File: src/hdl/issue_pkg.sv
package issue_pkg;

    // reservation station geometry
    localparam int rs_size = 8;
    localparam int rs_index_bits = 3;

    // execution resources
    localparam int num_alu = 2;
    localparam int cdb_width = 2;

    // two source reads per alu lane, then two for the multiplier
    localparam int num_read_ports = 6;

    // completion grant bit order: mult, alu lane 0, alu lane 1
    localparam int num_fu_total = 3;

    localparam int phys_reg_count = 32;

    typedef logic [$clog2(phys_reg_count)-1:0] phys_reg_idx_t;
    typedef logic [rs_index_bits-1:0] rs_index_t;
    typedef logic [31:0] data_t;

    // which unit class an rs entry is waiting for
    typedef enum logic {
        fu_alu  = 1'b0,
        fu_mult = 1'b1
    } fu_class_t;

    // alu view of the function code
    typedef enum logic [3:0] {
        alu_add = 4'h0,
        alu_sub = 4'h1,
        alu_and = 4'h2,
        alu_or  = 4'h3,
        alu_xor = 4'h4,
        alu_sll = 4'h5,
        alu_srl = 4'h6,
        alu_slt = 4'h7
    } alu_op_t;

    // multiplier result selection
    typedef enum logic [1:0] {
        mult_low     = 2'd0,
        mult_high    = 2'd1,
        mult_high_su = 2'd2,
        mult_high_u  = 2'd3
    } mult_kind_t;

    // mult view, kind sits in the low bits
    typedef struct packed {
        logic [1:0] reserved;
        mult_kind_t mult_kind;
    } mult_func_t;

    // same 4-bit word, read per unit class
    typedef union packed {
        alu_op_t    alu_op;
        mult_func_t mult;
    } func_code_t;

endpackage

File: src/hdl/issue_grant_if.sv
interface issue_grant_if;

    // per alu lane: a ready entry was found for this lane
    logic [issue_pkg::num_alu-1:0] alu_cand;
    // rs slot picked for each alu lane
    issue_pkg::rs_index_t [issue_pkg::num_alu-1:0] alu_index;
    // lane really issues, i.e. it also won a cdb slot
    logic [issue_pkg::num_alu-1:0] alu_issue;

    // multiply entry, already qualified by mult_free
    logic mult_issue;
    issue_pkg::rs_index_t mult_index;

    modport select (output alu_cand, alu_index, mult_issue, mult_index);

    modport arbiter (input alu_cand, output alu_issue);

    modport gather (input alu_issue, alu_index, mult_issue, mult_index);

endinterface

File: src/hdl/cdb_arbiter.sv
module cdb_arbiter (
    input  logic                                                         clock,
    input  logic                                                         reset,
    input  logic                                                         mult_cdb_req,
    issue_grant_if.arbiter                                               grant,
    output logic                                                         mult_cdb_gnt,
    output logic [issue_pkg::cdb_width-1:0][issue_pkg::num_fu_total-1:0] complete_gnt
);

    // bit 0 mult, bit 1 alu lane 0, bit 2 alu lane 1
    logic [issue_pkg::num_fu_total-1:0] cdb_req;
    // per-slot owner, one-hot or zero
    logic [issue_pkg::cdb_width-1:0][issue_pkg::num_fu_total-1:0] slot_gnt;
    // units that got any slot this cycle
    logic [issue_pkg::num_fu_total-1:0] fu_won;

    // the mult result is already in flight, so it goes ahead of new alu work
    assign cdb_req = {grant.alu_cand, mult_cdb_req};

    priority_select #(
        .width  (issue_pkg::num_fu_total),
        .grants (issue_pkg::cdb_width)
    ) i_slot_select (
        .req (cdb_req),
        .gnt (slot_gnt),
        .any ()
    );

    always_comb begin
        fu_won = '0;
        for (int s = 0; s < issue_pkg::cdb_width; s++) begin
            fu_won = fu_won | slot_gnt[s];
        end
    end

    // an alu lane without a slot waits, its entry stays ready
    assign grant.alu_issue = fu_won[issue_pkg::num_fu_total-1:1] & grant.alu_cand;
    assign mult_cdb_gnt = fu_won[0];

    // slot ownership seen by complete one cycle later
    always_ff @(posedge clock) begin
        if (reset) begin
            complete_gnt <= '0;
        end else begin
            complete_gnt <= slot_gnt;
        end
    end

endmodule

File: src/hdl/entry_select.sv
module entry_select (
    input  logic [issue_pkg::rs_size-1:0]                        rs_valid,
    input  logic [issue_pkg::rs_size-1:0]                        rs_src1_ready,
    input  logic [issue_pkg::rs_size-1:0]                        rs_src2_ready,
    input  issue_pkg::fu_class_t [issue_pkg::rs_size-1:0]        rs_fu_class,
    input  logic                                                 mult_free,
    issue_grant_if.select                                        grant
);

    // entries with both operands available
    logic [issue_pkg::rs_size-1:0] ready;
    logic [issue_pkg::rs_size-1:0] alu_req;
    logic [issue_pkg::rs_size-1:0] mult_req;

    logic [issue_pkg::num_alu-1:0][issue_pkg::rs_size-1:0] alu_gnt;
    logic [issue_pkg::num_alu-1:0] alu_any;
    logic [0:0][issue_pkg::rs_size-1:0] mult_gnt;
    logic [0:0] mult_any;

    // one-hot to binary, or-reduce of set positions
    function automatic issue_pkg::rs_index_t onehot_to_index(
        input logic [issue_pkg::rs_size-1:0] onehot
    );
        issue_pkg::rs_index_t index;
        index = '0;
        for (int i = 0; i < issue_pkg::rs_size; i++) begin
            if (onehot[i]) begin
                index = index | issue_pkg::rs_index_t'(i);
            end
        end
        return index;
    endfunction

    always_comb begin
        ready = rs_valid & rs_src1_ready & rs_src2_ready;
        for (int i = 0; i < issue_pkg::rs_size; i++) begin
            alu_req[i] = ready[i] && (rs_fu_class[i] == issue_pkg::fu_alu);
            mult_req[i] = ready[i] && (rs_fu_class[i] == issue_pkg::fu_mult);
        end
    end

    // lane k takes the k-th lowest ready alu entry
    priority_select #(
        .width  (issue_pkg::rs_size),
        .grants (issue_pkg::num_alu)
    ) i_alu_select (
        .req (alu_req),
        .gnt (alu_gnt),
        .any (alu_any)
    );

    // single multiplier, lowest ready mult entry
    priority_select #(
        .width  (issue_pkg::rs_size),
        .grants (1)
    ) i_mult_select (
        .req (mult_req),
        .gnt (mult_gnt),
        .any (mult_any)
    );

    // lanes only become candidates here, the cdb decides
    assign grant.alu_cand = alu_any;

    for (genvar k = 0; k < issue_pkg::num_alu; k++) begin : g_alu_index
        assign grant.alu_index[k] = onehot_to_index(alu_gnt[k]);
    end

    // busy multiplier keeps its entry in the rs
    assign grant.mult_issue = mult_any[0] & mult_free;
    assign grant.mult_index = onehot_to_index(mult_gnt[0]);

endmodule

File: src/hdl/issue_stage.sv
module issue_stage (
    input  logic                                                         clock,
    input  logic                                                         reset,

    // rs contents
    input  logic [issue_pkg::rs_size-1:0]                                rs_valid,
    input  logic [issue_pkg::rs_size-1:0]                                rs_src1_ready,
    input  logic [issue_pkg::rs_size-1:0]                                rs_src2_ready,
    input  issue_pkg::fu_class_t [issue_pkg::rs_size-1:0]                rs_fu_class,
    input  issue_pkg::phys_reg_idx_t [issue_pkg::rs_size-1:0]            rs_src1,
    input  issue_pkg::phys_reg_idx_t [issue_pkg::rs_size-1:0]            rs_src2,
    input  issue_pkg::phys_reg_idx_t [issue_pkg::rs_size-1:0]            rs_dest,
    input  issue_pkg::func_code_t [issue_pkg::rs_size-1:0]               rs_func,
    output logic [issue_pkg::rs_size-1:0]                                rs_issuing,

    // committed-value bits per physical register
    input  logic [issue_pkg::phys_reg_count-1:0]                         complete_list,

    // cdb broadcast of this cycle
    input  logic [issue_pkg::cdb_width-1:0]                              cdb_valid,
    input  issue_pkg::phys_reg_idx_t [issue_pkg::cdb_width-1:0]          cdb_tag,
    input  issue_pkg::data_t [issue_pkg::cdb_width-1:0]                  cdb_result,

    // register file read ports
    output issue_pkg::phys_reg_idx_t [issue_pkg::num_read_ports-1:0]     rf_read_idx,
    input  issue_pkg::data_t [issue_pkg::num_read_ports-1:0]             rf_read_data,

    // multiplier status and cdb handshake levels
    input  logic                                                         mult_free,
    input  logic                                                         mult_cdb_req,
    output logic                                                         mult_cdb_gnt,
    output logic [issue_pkg::cdb_width-1:0][issue_pkg::num_fu_total-1:0] complete_gnt,

    // alu packets
    output logic [issue_pkg::num_alu-1:0]                                alu_valid,
    output issue_pkg::phys_reg_idx_t [issue_pkg::num_alu-1:0]            alu_dest,
    output issue_pkg::alu_op_t [issue_pkg::num_alu-1:0]                  alu_op,
    output issue_pkg::data_t [issue_pkg::num_alu-1:0]                    alu_opa,
    output issue_pkg::data_t [issue_pkg::num_alu-1:0]                    alu_opb,

    // mult packet
    output logic                                                         mult_valid,
    output issue_pkg::phys_reg_idx_t                                     mult_dest,
    output issue_pkg::mult_kind_t                                        mult_kind,
    output issue_pkg::data_t                                             mult_opa,
    output issue_pkg::data_t                                             mult_opb
);

    // candidates, chosen entries and final issue bits
    issue_grant_if grant_bus ();

    entry_select i_entry_select (
        .rs_valid      (rs_valid),
        .rs_src1_ready (rs_src1_ready),
        .rs_src2_ready (rs_src2_ready),
        .rs_fu_class   (rs_fu_class),
        .mult_free     (mult_free),
        .grant         (grant_bus.select)
    );

    cdb_arbiter i_cdb_arbiter (
        .clock        (clock),
        .reset        (reset),
        .mult_cdb_req (mult_cdb_req),
        .grant        (grant_bus.arbiter),
        .mult_cdb_gnt (mult_cdb_gnt),
        .complete_gnt (complete_gnt)
    );

    operand_gather i_operand_gather (
        .grant         (grant_bus.gather),
        .rs_src1       (rs_src1),
        .rs_src2       (rs_src2),
        .rs_dest       (rs_dest),
        .rs_func       (rs_func),
        .complete_list (complete_list),
        .cdb_valid     (cdb_valid),
        .cdb_tag       (cdb_tag),
        .cdb_result    (cdb_result),
        .rf_read_idx   (rf_read_idx),
        .rf_read_data  (rf_read_data),
        .alu_valid     (alu_valid),
        .alu_dest      (alu_dest),
        .alu_op        (alu_op),
        .alu_opa       (alu_opa),
        .alu_opb       (alu_opb),
        .mult_valid    (mult_valid),
        .mult_dest     (mult_dest),
        .mult_kind     (mult_kind),
        .mult_opa      (mult_opa),
        .mult_opb      (mult_opb),
        .rs_issuing    (rs_issuing)
    );

endmodule

File: src/hdl/operand_gather.sv
module operand_gather (
    issue_grant_if.gather                                             grant,
    input  issue_pkg::phys_reg_idx_t [issue_pkg::rs_size-1:0]         rs_src1,
    input  issue_pkg::phys_reg_idx_t [issue_pkg::rs_size-1:0]         rs_src2,
    input  issue_pkg::phys_reg_idx_t [issue_pkg::rs_size-1:0]         rs_dest,
    input  issue_pkg::func_code_t [issue_pkg::rs_size-1:0]            rs_func,
    input  logic [issue_pkg::phys_reg_count-1:0]                      complete_list,
    input  logic [issue_pkg::cdb_width-1:0]                           cdb_valid,
    input  issue_pkg::phys_reg_idx_t [issue_pkg::cdb_width-1:0]       cdb_tag,
    input  issue_pkg::data_t [issue_pkg::cdb_width-1:0]               cdb_result,
    output issue_pkg::phys_reg_idx_t [issue_pkg::num_read_ports-1:0]  rf_read_idx,
    input  issue_pkg::data_t [issue_pkg::num_read_ports-1:0]          rf_read_data,
    output logic [issue_pkg::num_alu-1:0]                             alu_valid,
    output issue_pkg::phys_reg_idx_t [issue_pkg::num_alu-1:0]         alu_dest,
    output issue_pkg::alu_op_t [issue_pkg::num_alu-1:0]               alu_op,
    output issue_pkg::data_t [issue_pkg::num_alu-1:0]                 alu_opa,
    output issue_pkg::data_t [issue_pkg::num_alu-1:0]                 alu_opb,
    output logic                                                      mult_valid,
    output issue_pkg::phys_reg_idx_t                                  mult_dest,
    output issue_pkg::mult_kind_t                                     mult_kind,
    output issue_pkg::data_t                                          mult_opa,
    output issue_pkg::data_t                                          mult_opb,
    output logic [issue_pkg::rs_size-1:0]                             rs_issuing
);

    // alu lanes first, multiplier last; lane l owns read ports 2l and 2l+1
    logic [issue_pkg::num_read_ports/2-1:0] lane_issue;
    issue_pkg::rs_index_t [issue_pkg::num_read_ports/2-1:0] lane_index;
    issue_pkg::data_t [issue_pkg::num_read_ports-1:0] operand;

    // regfile if the value is committed, else cam the cdb; last matching slot wins
    function automatic issue_pkg::data_t forward_operand(
        input issue_pkg::phys_reg_idx_t                            tag,
        input issue_pkg::data_t                                    rf_data,
        input logic [issue_pkg::phys_reg_count-1:0]                complete,
        input logic [issue_pkg::cdb_width-1:0]                     valid,
        input issue_pkg::phys_reg_idx_t [issue_pkg::cdb_width-1:0] tags,
        input issue_pkg::data_t [issue_pkg::cdb_width-1:0]         results
    );
        issue_pkg::data_t value;
        value = '0;
        if (complete[tag]) begin
            value = rf_data;
        end else begin
            for (int j = 0; j < issue_pkg::cdb_width; j++) begin
                if (valid[j] && (tags[j] == tag)) begin
                    value = results[j];
                end
            end
        end
        return value;
    endfunction

    assign lane_issue = {grant.mult_issue, grant.alu_issue};
    assign lane_index = {grant.mult_index, grant.alu_index};

    for (genvar p = 0; p < issue_pkg::num_read_ports; p++) begin : g_port
        issue_pkg::phys_reg_idx_t src_tag;
        // even port reads source 1, odd port source 2
        assign src_tag = (p % 2 == 0) ? rs_src1[lane_index[p/2]] : rs_src2[lane_index[p/2]];
        // idle ports read register 0
        assign rf_read_idx[p] = lane_issue[p/2] ? src_tag : '0;
        assign operand[p] = lane_issue[p/2] ?
            forward_operand(src_tag, rf_read_data[p], complete_list, cdb_valid, cdb_tag,
                            cdb_result) : '0;
    end

    always_comb begin
        rs_issuing = '0;
        for (int l = 0; l < issue_pkg::num_read_ports / 2; l++) begin
            if (lane_issue[l]) begin
                rs_issuing[lane_index[l]] = 1'b1;
            end
        end

        // alu packets, alu_op view of the function code
        for (int k = 0; k < issue_pkg::num_alu; k++) begin
            alu_valid[k] = lane_issue[k];
            alu_dest[k] = '0;
            alu_op[k] = issue_pkg::alu_add;
            alu_opa[k] = operand[2*k];
            alu_opb[k] = operand[2*k+1];
            if (lane_issue[k]) begin
                alu_dest[k] = rs_dest[lane_index[k]];
                alu_op[k] = rs_func[lane_index[k]].alu_op;
            end
        end

        // mult packet, mult view of the same word
        mult_valid = lane_issue[issue_pkg::num_alu];
        mult_dest = '0;
        mult_kind = issue_pkg::mult_low;
        mult_opa = operand[2*issue_pkg::num_alu];
        mult_opb = operand[2*issue_pkg::num_alu+1];
        if (mult_valid) begin
            mult_dest = rs_dest[grant.mult_index];
            mult_kind = rs_func[grant.mult_index].mult.mult_kind;
        end
    end

endmodule

File: src/hdl/priority_select.sv
module priority_select #(
    parameter int width = 8,
    parameter int grants = 2
) (
    input  logic [width-1:0]              req,
    output logic [grants-1:0][width-1:0]  gnt,
    output logic [grants-1:0]             any
);

    // requests not yet taken by an earlier grant
    logic [width-1:0] remaining;

    always_comb begin
        remaining = req;
        for (int k = 0; k < grants; k++) begin
            // isolate lowest set bit
            gnt[k] = remaining & (~remaining + width'(1));
            any[k] = |remaining;
            // drop it so grant k+1 sees the next one up
            remaining = remaining & ~gnt[k];
        end
    end

endmodule

File: config.mk
export PLATFORM = sky130hd
export DESIGN_NAME = issue_stage
export DESIGN_NICKNAME = d
export VERILOG_FILES = /design/src/hdl/issue_pkg.sv /design/src/hdl/issue_grant_if.sv /design/src/hdl/cdb_arbiter.sv /design/src/hdl/entry_select.sv /design/src/hdl/issue_stage.sv /design/src/hdl/operand_gather.sv /design/src/hdl/priority_select.sv
export SDC_FILE = /design/constraint.sdc
export NUM_CORES = 1
export LEC_CHECK = 0
export BUFFER_PORTS_ARGS = -buffer_cell sky130_fd_sc_hd__clkbuf_2
export CORE_AREA = 2 2 293 295
export CTS_BUF_LIST = sky130_fd_sc_hd__clkbuf_4
export DETAILED_ROUTE_END_ITERATION = 10
export DIE_AREA = 0 0 295 297
export PLACE_DENSITY = 0.44
export SLEW_MARGIN = 20
export SYNTH_ARGS = -nofsm -noshare
export SYNTH_HDL_FRONTEND = slang
export SYNTH_SLANG_ARGS = --single-unit
File: constraint.sdc
create_clock -name clock -period 3.4 [get_ports clock]
set_input_delay 0 -clock clock [delete_from_list [all_inputs] [get_ports clock]]
set_output_delay 0 -clock clock [all_outputs]
set_load 0.02 [all_outputs]
; Yosys cells after proc, flatten, opt, wreduce, memory -nomap -nowiden
; Cells that the tools add are included.
[totals]
register_bits = 6
input_bits = 488
word_cells = 196
[classes]
addsub = 5
magnitude_cmp = 12
eq_ne = 12
muxes = 102
n_bitwise = 29
reduce_logical = 34
[op_table]
columns = op, count
row1 = 32-bit 2-to-1 mux, 24
row2 = 5-bit binary-select mux with 3-bit select, 9
row3 = 5-bit 2-to-1 mux, 18
row4 = 5-bit equality test, 12
row5 = 8-bit bitwise AND, 6
row6 = 4-bit binary-select mux with 3-bit select, 3
row7 = "5-bit by 6-bit less-than comparator with 1-bit output, second input constant", 6
row8 = 3-bit 2-to-1 mux, 12
row9 = 8-bit inverter, 4
row10 = 1-bit logical AND, 31
row11 = 1-bit binary-select mux with 5-bit select, 6
row12 = "8-bit by 1-bit adder with 8-bit output, second input constant", 3
row13 = 8-bit 2-to-1 mux, 3
row14 = 8-bit OR reduction, 3
row15 = 2-bit 2-to-1 mux, 8
row16 = 4-bit 2-to-1 mux, 4
row17 = 8-bit OR, 2
row18 = "3-bit by 4-bit less-than comparator with 1-bit output, second input constant", 3
row19 = 1-bit 2-to-1 mux, 12
row20 = 3-bit bitwise AND, 3
row21 = 1-bit demux with 3-bit select, 3
row22 = "3-bit by 1-bit >= comparator with 1-bit output, second input constant", 3
row23 = 3-bit inverter, 3
row24 = 1-bit inverter, 8
row25 = other kinds (4), 5

; Longest topological paths before layout
[logic_depth]
depth_word = 26
ltp_mapped = 19
ltp_nobuf = 13

; By module
; A second synthesis with hierarchy kept.
[hier_totals]
hier_cells = 2020
area_unflattened_um2 = 14617.8
[by_module_without_submodules]
columns = mod, n_inst, cells_each, area_each_um2
row1 = operand_gather, 1, 1904, 13681.9
row2 = priority_select at i_entry_select.i_alu_select, 1, 53, 366.6
row3 = entry_select, 1, 26, 224.0
row4 = cdb_arbiter, 1, 15, 178.9
row5 = priority_select at i_entry_select.i_mult_select, 1, 12, 96.3
row6 = priority_select at i_cdb_arbiter.i_slot_select, 1, 10, 70.1

; Least setup slack after synthesis
; Ideal clock, no wire load.
[synth_timing]
path_kind = input to output
from = in rs_fu_class[7] in the netlist's numbering
to = out alu_opa[10] in the netlist's numbering
t_arrival_ns = 3.719
path_slack_ns = -0.319
stages = 19
path_cell_list = and4b_1 -> clkbuf_1 -> nand3_1 -> or3_1 -> buf_2 -> o211ai_1 -> clkbuf_1 -> nor2_1 -> a211oi_1 -> buf_2 -> buf_4 -> mux2i_1 -> mux2i_1 -> o21ai_0 -> mux2i_1 -> mux2i_2 -> buf_2 -> nor2_1 -> a211oi_1
[synth_rtl]
columns = item, line_no
row1 = start: declaration, issue_stage.sv:9  ; input issue_pkg::fu_class_t [issue_pkg::rs_size-1:0] rs_fu_class,
row2 = end: declaration, issue_stage.sv:38  ; output issue_pkg::data_t [issue_pkg::num_alu-1:0] alu_opa,

==> impl.org <==
** Run status
- The flow ran to the end, but the final reports show violations.
- The final reports fail on negative setup slack.

** Setup path
- STA classifies the critical path startpoint as an input port.
- Kind of critical path :: input port to primary output
- Tracing the worst setup path back leads to its startpoint at rs_fu_class[1].
- Data on the critical path is required at its endpoint by 3400 ps.
- Arrival time at the worst endpoint :: 4080 ps
- Crit-path max FO :: 8
- The worst setup path is captured at a primary output.

** CTS
- After clock tree synthesis, the clock-pin slew on the worst setup and hold paths is 50 ps.
- In this run the number of H-tree levels came out at 1.
- Counting the buffers created by CTS gives 3.
- Maximum clock insertion buffer count :: 2
- Sink count of the clock tree :: 5
- TritonCTS clock tree :: built
- Clock tree synthesis selected as its root buffer the cell sky130_fd_sc_hd__clkbuf_4.

** Cells and area
- Ranked by flip-flop count, first place goes to i_cdb_arbiter.complete_gnt.
- For this run, the share of the core covered by cells in the final layout is 34.3%.
- Excluding fillers, the count of instances in the completed layout stands at 4,374.
- At the end of the flow, the number of nets in the layout was 3,699.
- Ratio of cells with drive above 1 in the final layout :: 59.7%
- The largest registers in the layout are i_cdb_arbiter.complete_gnt (5).
- Flip-flop count of the largest register after layout :: 5
- Layout-stage area growth over the synthesis result :: 126%

** Timing
- At the pin with the least slew margin, the transition time is 1040 ps.
- Setup repair after global routing missed its margin :: true
- Period utilisation layout :: 120%
- F_max :: 0.245 GHz
- Crit path time final :: 4080 ps
- Final worst-path setup slack :: -680 ps
- In this run the tightest slew margin relative to its limit is 30.4%.
- The final count of pins violating max slew came to 0.
- Setup violations remaining at the end of the flow were counted as 192.
- Smallest hold slack :: 232 ps
- Hold Violations, Final :: 0

** Synth
- Synthesized cell area :: 12,800 um^2
- After technology mapping, the gate count stands at 2,070.
- Cell with the most instances after synthesis :: sky130_fd_sc_hd__nand2_1
- After synthesis, flip-flops and latches occupy 0.779% of the total area.
- Counting flops and latches in the post-synthesis netlist gives 5.
- In this run the biggest area consumer among cell types represents 14.5% of the synthesized area.
- During synthesis, Yosys emitted a total of 0 warnings.
- For this run, asynchronously set or reset flops after synthesis account for 0%.
- Post-synth EDFFs :: 0
- Average cell area after synthesis :: 6.21 um^2
- Sorting the synthesized cells by area gives the leading types as sky130_fd_sc_hd__mux2i_1 14%, sky130_fd_sc_hd__nand2_1 9.6%, sky130_fd_sc_hd__nor2_1 6.5%.
- Synth unique cells :: 88
- Most common flop cell mapped by yosys :: sky130_fd_sc_hd__dfxtp_1
- The commonest cells after synthesis are 327 x sky130_fd_sc_hd__nand2_1, 223 x sky130_fd_sc_hd__nor2_1, 186 x sky130_fd_sc_hd__mux2i_1.
- The synthesized design spends more area on one cell type than any other, namely sky130_fd_sc_hd__mux2i_1.

** Placement
- The congestion estimate from routability-driven global placement came to 0.965.
- Detailed placement HPWL :: 92,300 um
- Port Buffers :: 751
- Once placement completed, the tool counted placed cells totaling 4,147.

** Global routing
- Maximum number of pins on one net before global-route repair :: 73
- The number of global-route vias before repair was 20,800.
- Number of antenna violations at the first check in global routing :: 28
- For this run, the total global-route usage over all layers was measured as 24.6%.
- Residual overflow from global routing :: 0
- The first global-routing pass estimated 157,000 um of wire.

** Die
- The die is 297 um tall.
- The region available for standard cell placement spans 84,500 um^2.
- The die covers 87,600 um^2.
- Number of primary I/O pins :: 753
- Number of cell rows :: 107
- The initial utilization of the core area, before any placement, comes to 15.2%.
- The die is 295 um wide.

** Route
- After the first detailed-routing iteration, the DRC count stood at 1,813.
- For this block, the routed nets add up to 127,000 um of wire.
- Detailed-router iteration count before antenna repair :: 6
- After detailed routing, the number of remaining DRC violations is 0.
- In the routed layout, each cell is associated on average with a via count of 5.13.
- Dividing the detail-routed wire length by the instance count gives 29.0 um.
- For this block, the via count after detailed routing is 22,500.
- Once detail routing completed, the nets flagged for antenna violations numbered 0.

** Min path
- Hold Path End :: i_cdb_arbiter.complete_gnt[1]
- The tightest min-delay check is of the input port to flip-flop type.
- Hold Crit Depth :: 2
- In this run the most critical hold path is launched from mult_cdb_req.

** Power
- Power Density :: 329 nW/um^2
- Static leakage :: 12.2 nW
- VDD sags by at most 0.201 mV.

** Job
- Across the run, the number of max-cap violations was 0.
## cells in the final DEF, fill, tap and decap left out, types with 45 or more instances in the layout
master                     count
sky130_fd_sc_hd__buf_4       407
sky130_fd_sc_hd__nand3_1     112
sky130_fd_sc_hd__clkbuf_2    554
sky130_fd_sc_hd__nand2_1     315
sky130_fd_sc_hd__a22oi_1      55
sky130_fd_sc_hd__buf_12       98
sky130_fd_sc_hd__a211oi_4     62
sky130_fd_sc_hd__nor2_1      187
sky130_fd_sc_hd__a211oi_2     75
sky130_fd_sc_hd__inv_1        45
sky130_fd_sc_hd__mux2i_1     129
sky130_fd_sc_hd__a21oi_1      64
sky130_fd_sc_hd__a22oi_2      49
sky130_fd_sc_hd__buf_6       147
## where the power goes
group	internal (W)	switching, W
registers	0.0000615	0.000000799
logic	0.00445	0.00492
clock network	0.0000529	0.0000332
total	0.00457	0.00496
## worst max-delay path: stages
cell and delay, ps:
sky130_fd_sc_hd__buf_6 90, sky130_fd_sc_hd__and4b_4 370, sky130_fd_sc_hd__buf_12 130, sky130_fd_sc_hd__o21ai_4 60, sky130_fd_sc_hd__a221oi_4 340, sky130_fd_sc_hd__o21ai_2 120
sky130_fd_sc_hd__a21oi_4 160, sky130_fd_sc_hd__buf_12 150, sky130_fd_sc_hd__mux4_2 540, sky130_fd_sc_hd__mux2i_4 250, sky130_fd_sc_hd__buf_12 180, sky130_fd_sc_hd__buf_6 100
sky130_fd_sc_hd__mux2i_1 60, sky130_fd_sc_hd__a222oi_1 300, sky130_fd_sc_hd__nand4b_1 140, sky130_fd_sc_hd__nand4_1 160, sky130_fd_sc_hd__buf_12 150, sky130_fd_sc_hd__buf_12 170
sky130_fd_sc_hd__buf_12 160, sky130_fd_sc_hd__mux2i_4 270, sky130_fd_sc_hd__buf_8 140
## final cells by class
type                            count  area [um^2]
Tap cell                         1144         1430
Clock buffer                        4         30.0
Sequential cell                     5          100
Multi-Input combinational cell   1807        15300
Inverter                           48          180
Antenna cell                       20         50.0
Timing Repair Buffer             1346        11800
Fill cell                        8932        55500
## cells by family after synthesis
logic type	count (synthesis)	share of synthesized area, %
other	1	0.0292
AO/OA/AOI/OAI	618	35.2
XOR/XNOR	57	3.89
multiplexers	214	17.5
adder cells (fa/ha/maj)	1	0.0779
buffers and inverters	259	9.10
flip-flops	5	0.779
AND/OR/NAND/NOR	915	33.3
## worst max path at each step
stage	cells past startpoint	end	slack, ps
floorplan	16	alu_opb[43]	-100
global placement	20	alu_opa[34]	-900
detailed placement	19	alu_opb[32]	-940
CTS	20	alu_opb[35]	-610
global route	21	alu_opb[35]	-840
finish	21	alu_opb[35]	-680
## timing repair
| item | in CTS | in global routing |
|---|---|---|
| hold buffers | 1 | 0 |
| buffers inserted | 47 | 124 |
| pin swaps | 45 | 179 |
| endpoints found under the setup margin | 192 | 192 |
| hold endpoints to repair | 2 | 0 |
| gates cloned | 8 | 40 |
| resized for setup | 248 | 903 |
## routing by layer
layer	part of all wire [%]	routed length [um]	GRT usage [%]	vias up
met5	0.027	34	0	-
met4	5.3	6650	9.20	6
met3	7.0	8820	3.68	278
met2	48	61200	42.7	1212
met1	39	50000	30.4	11000
li1	-	-	-	10000
## stage by stage
step	worst slack (ps)	power [W]	TNS, ps	area [um^2]
after floorplan	-102	0.00338	-3620	14000
after global placement	-903	0.00641	-116620	22100
after detailed placement	-940	0.00640	-115890	22100
after CTS	-611	0.00706	-71380	23800
after global routing	-842	0.00990	-106340	29000
final	-680	0.00953	-83340	29000
Note: power is estimated with default switching activity, not from simulation.
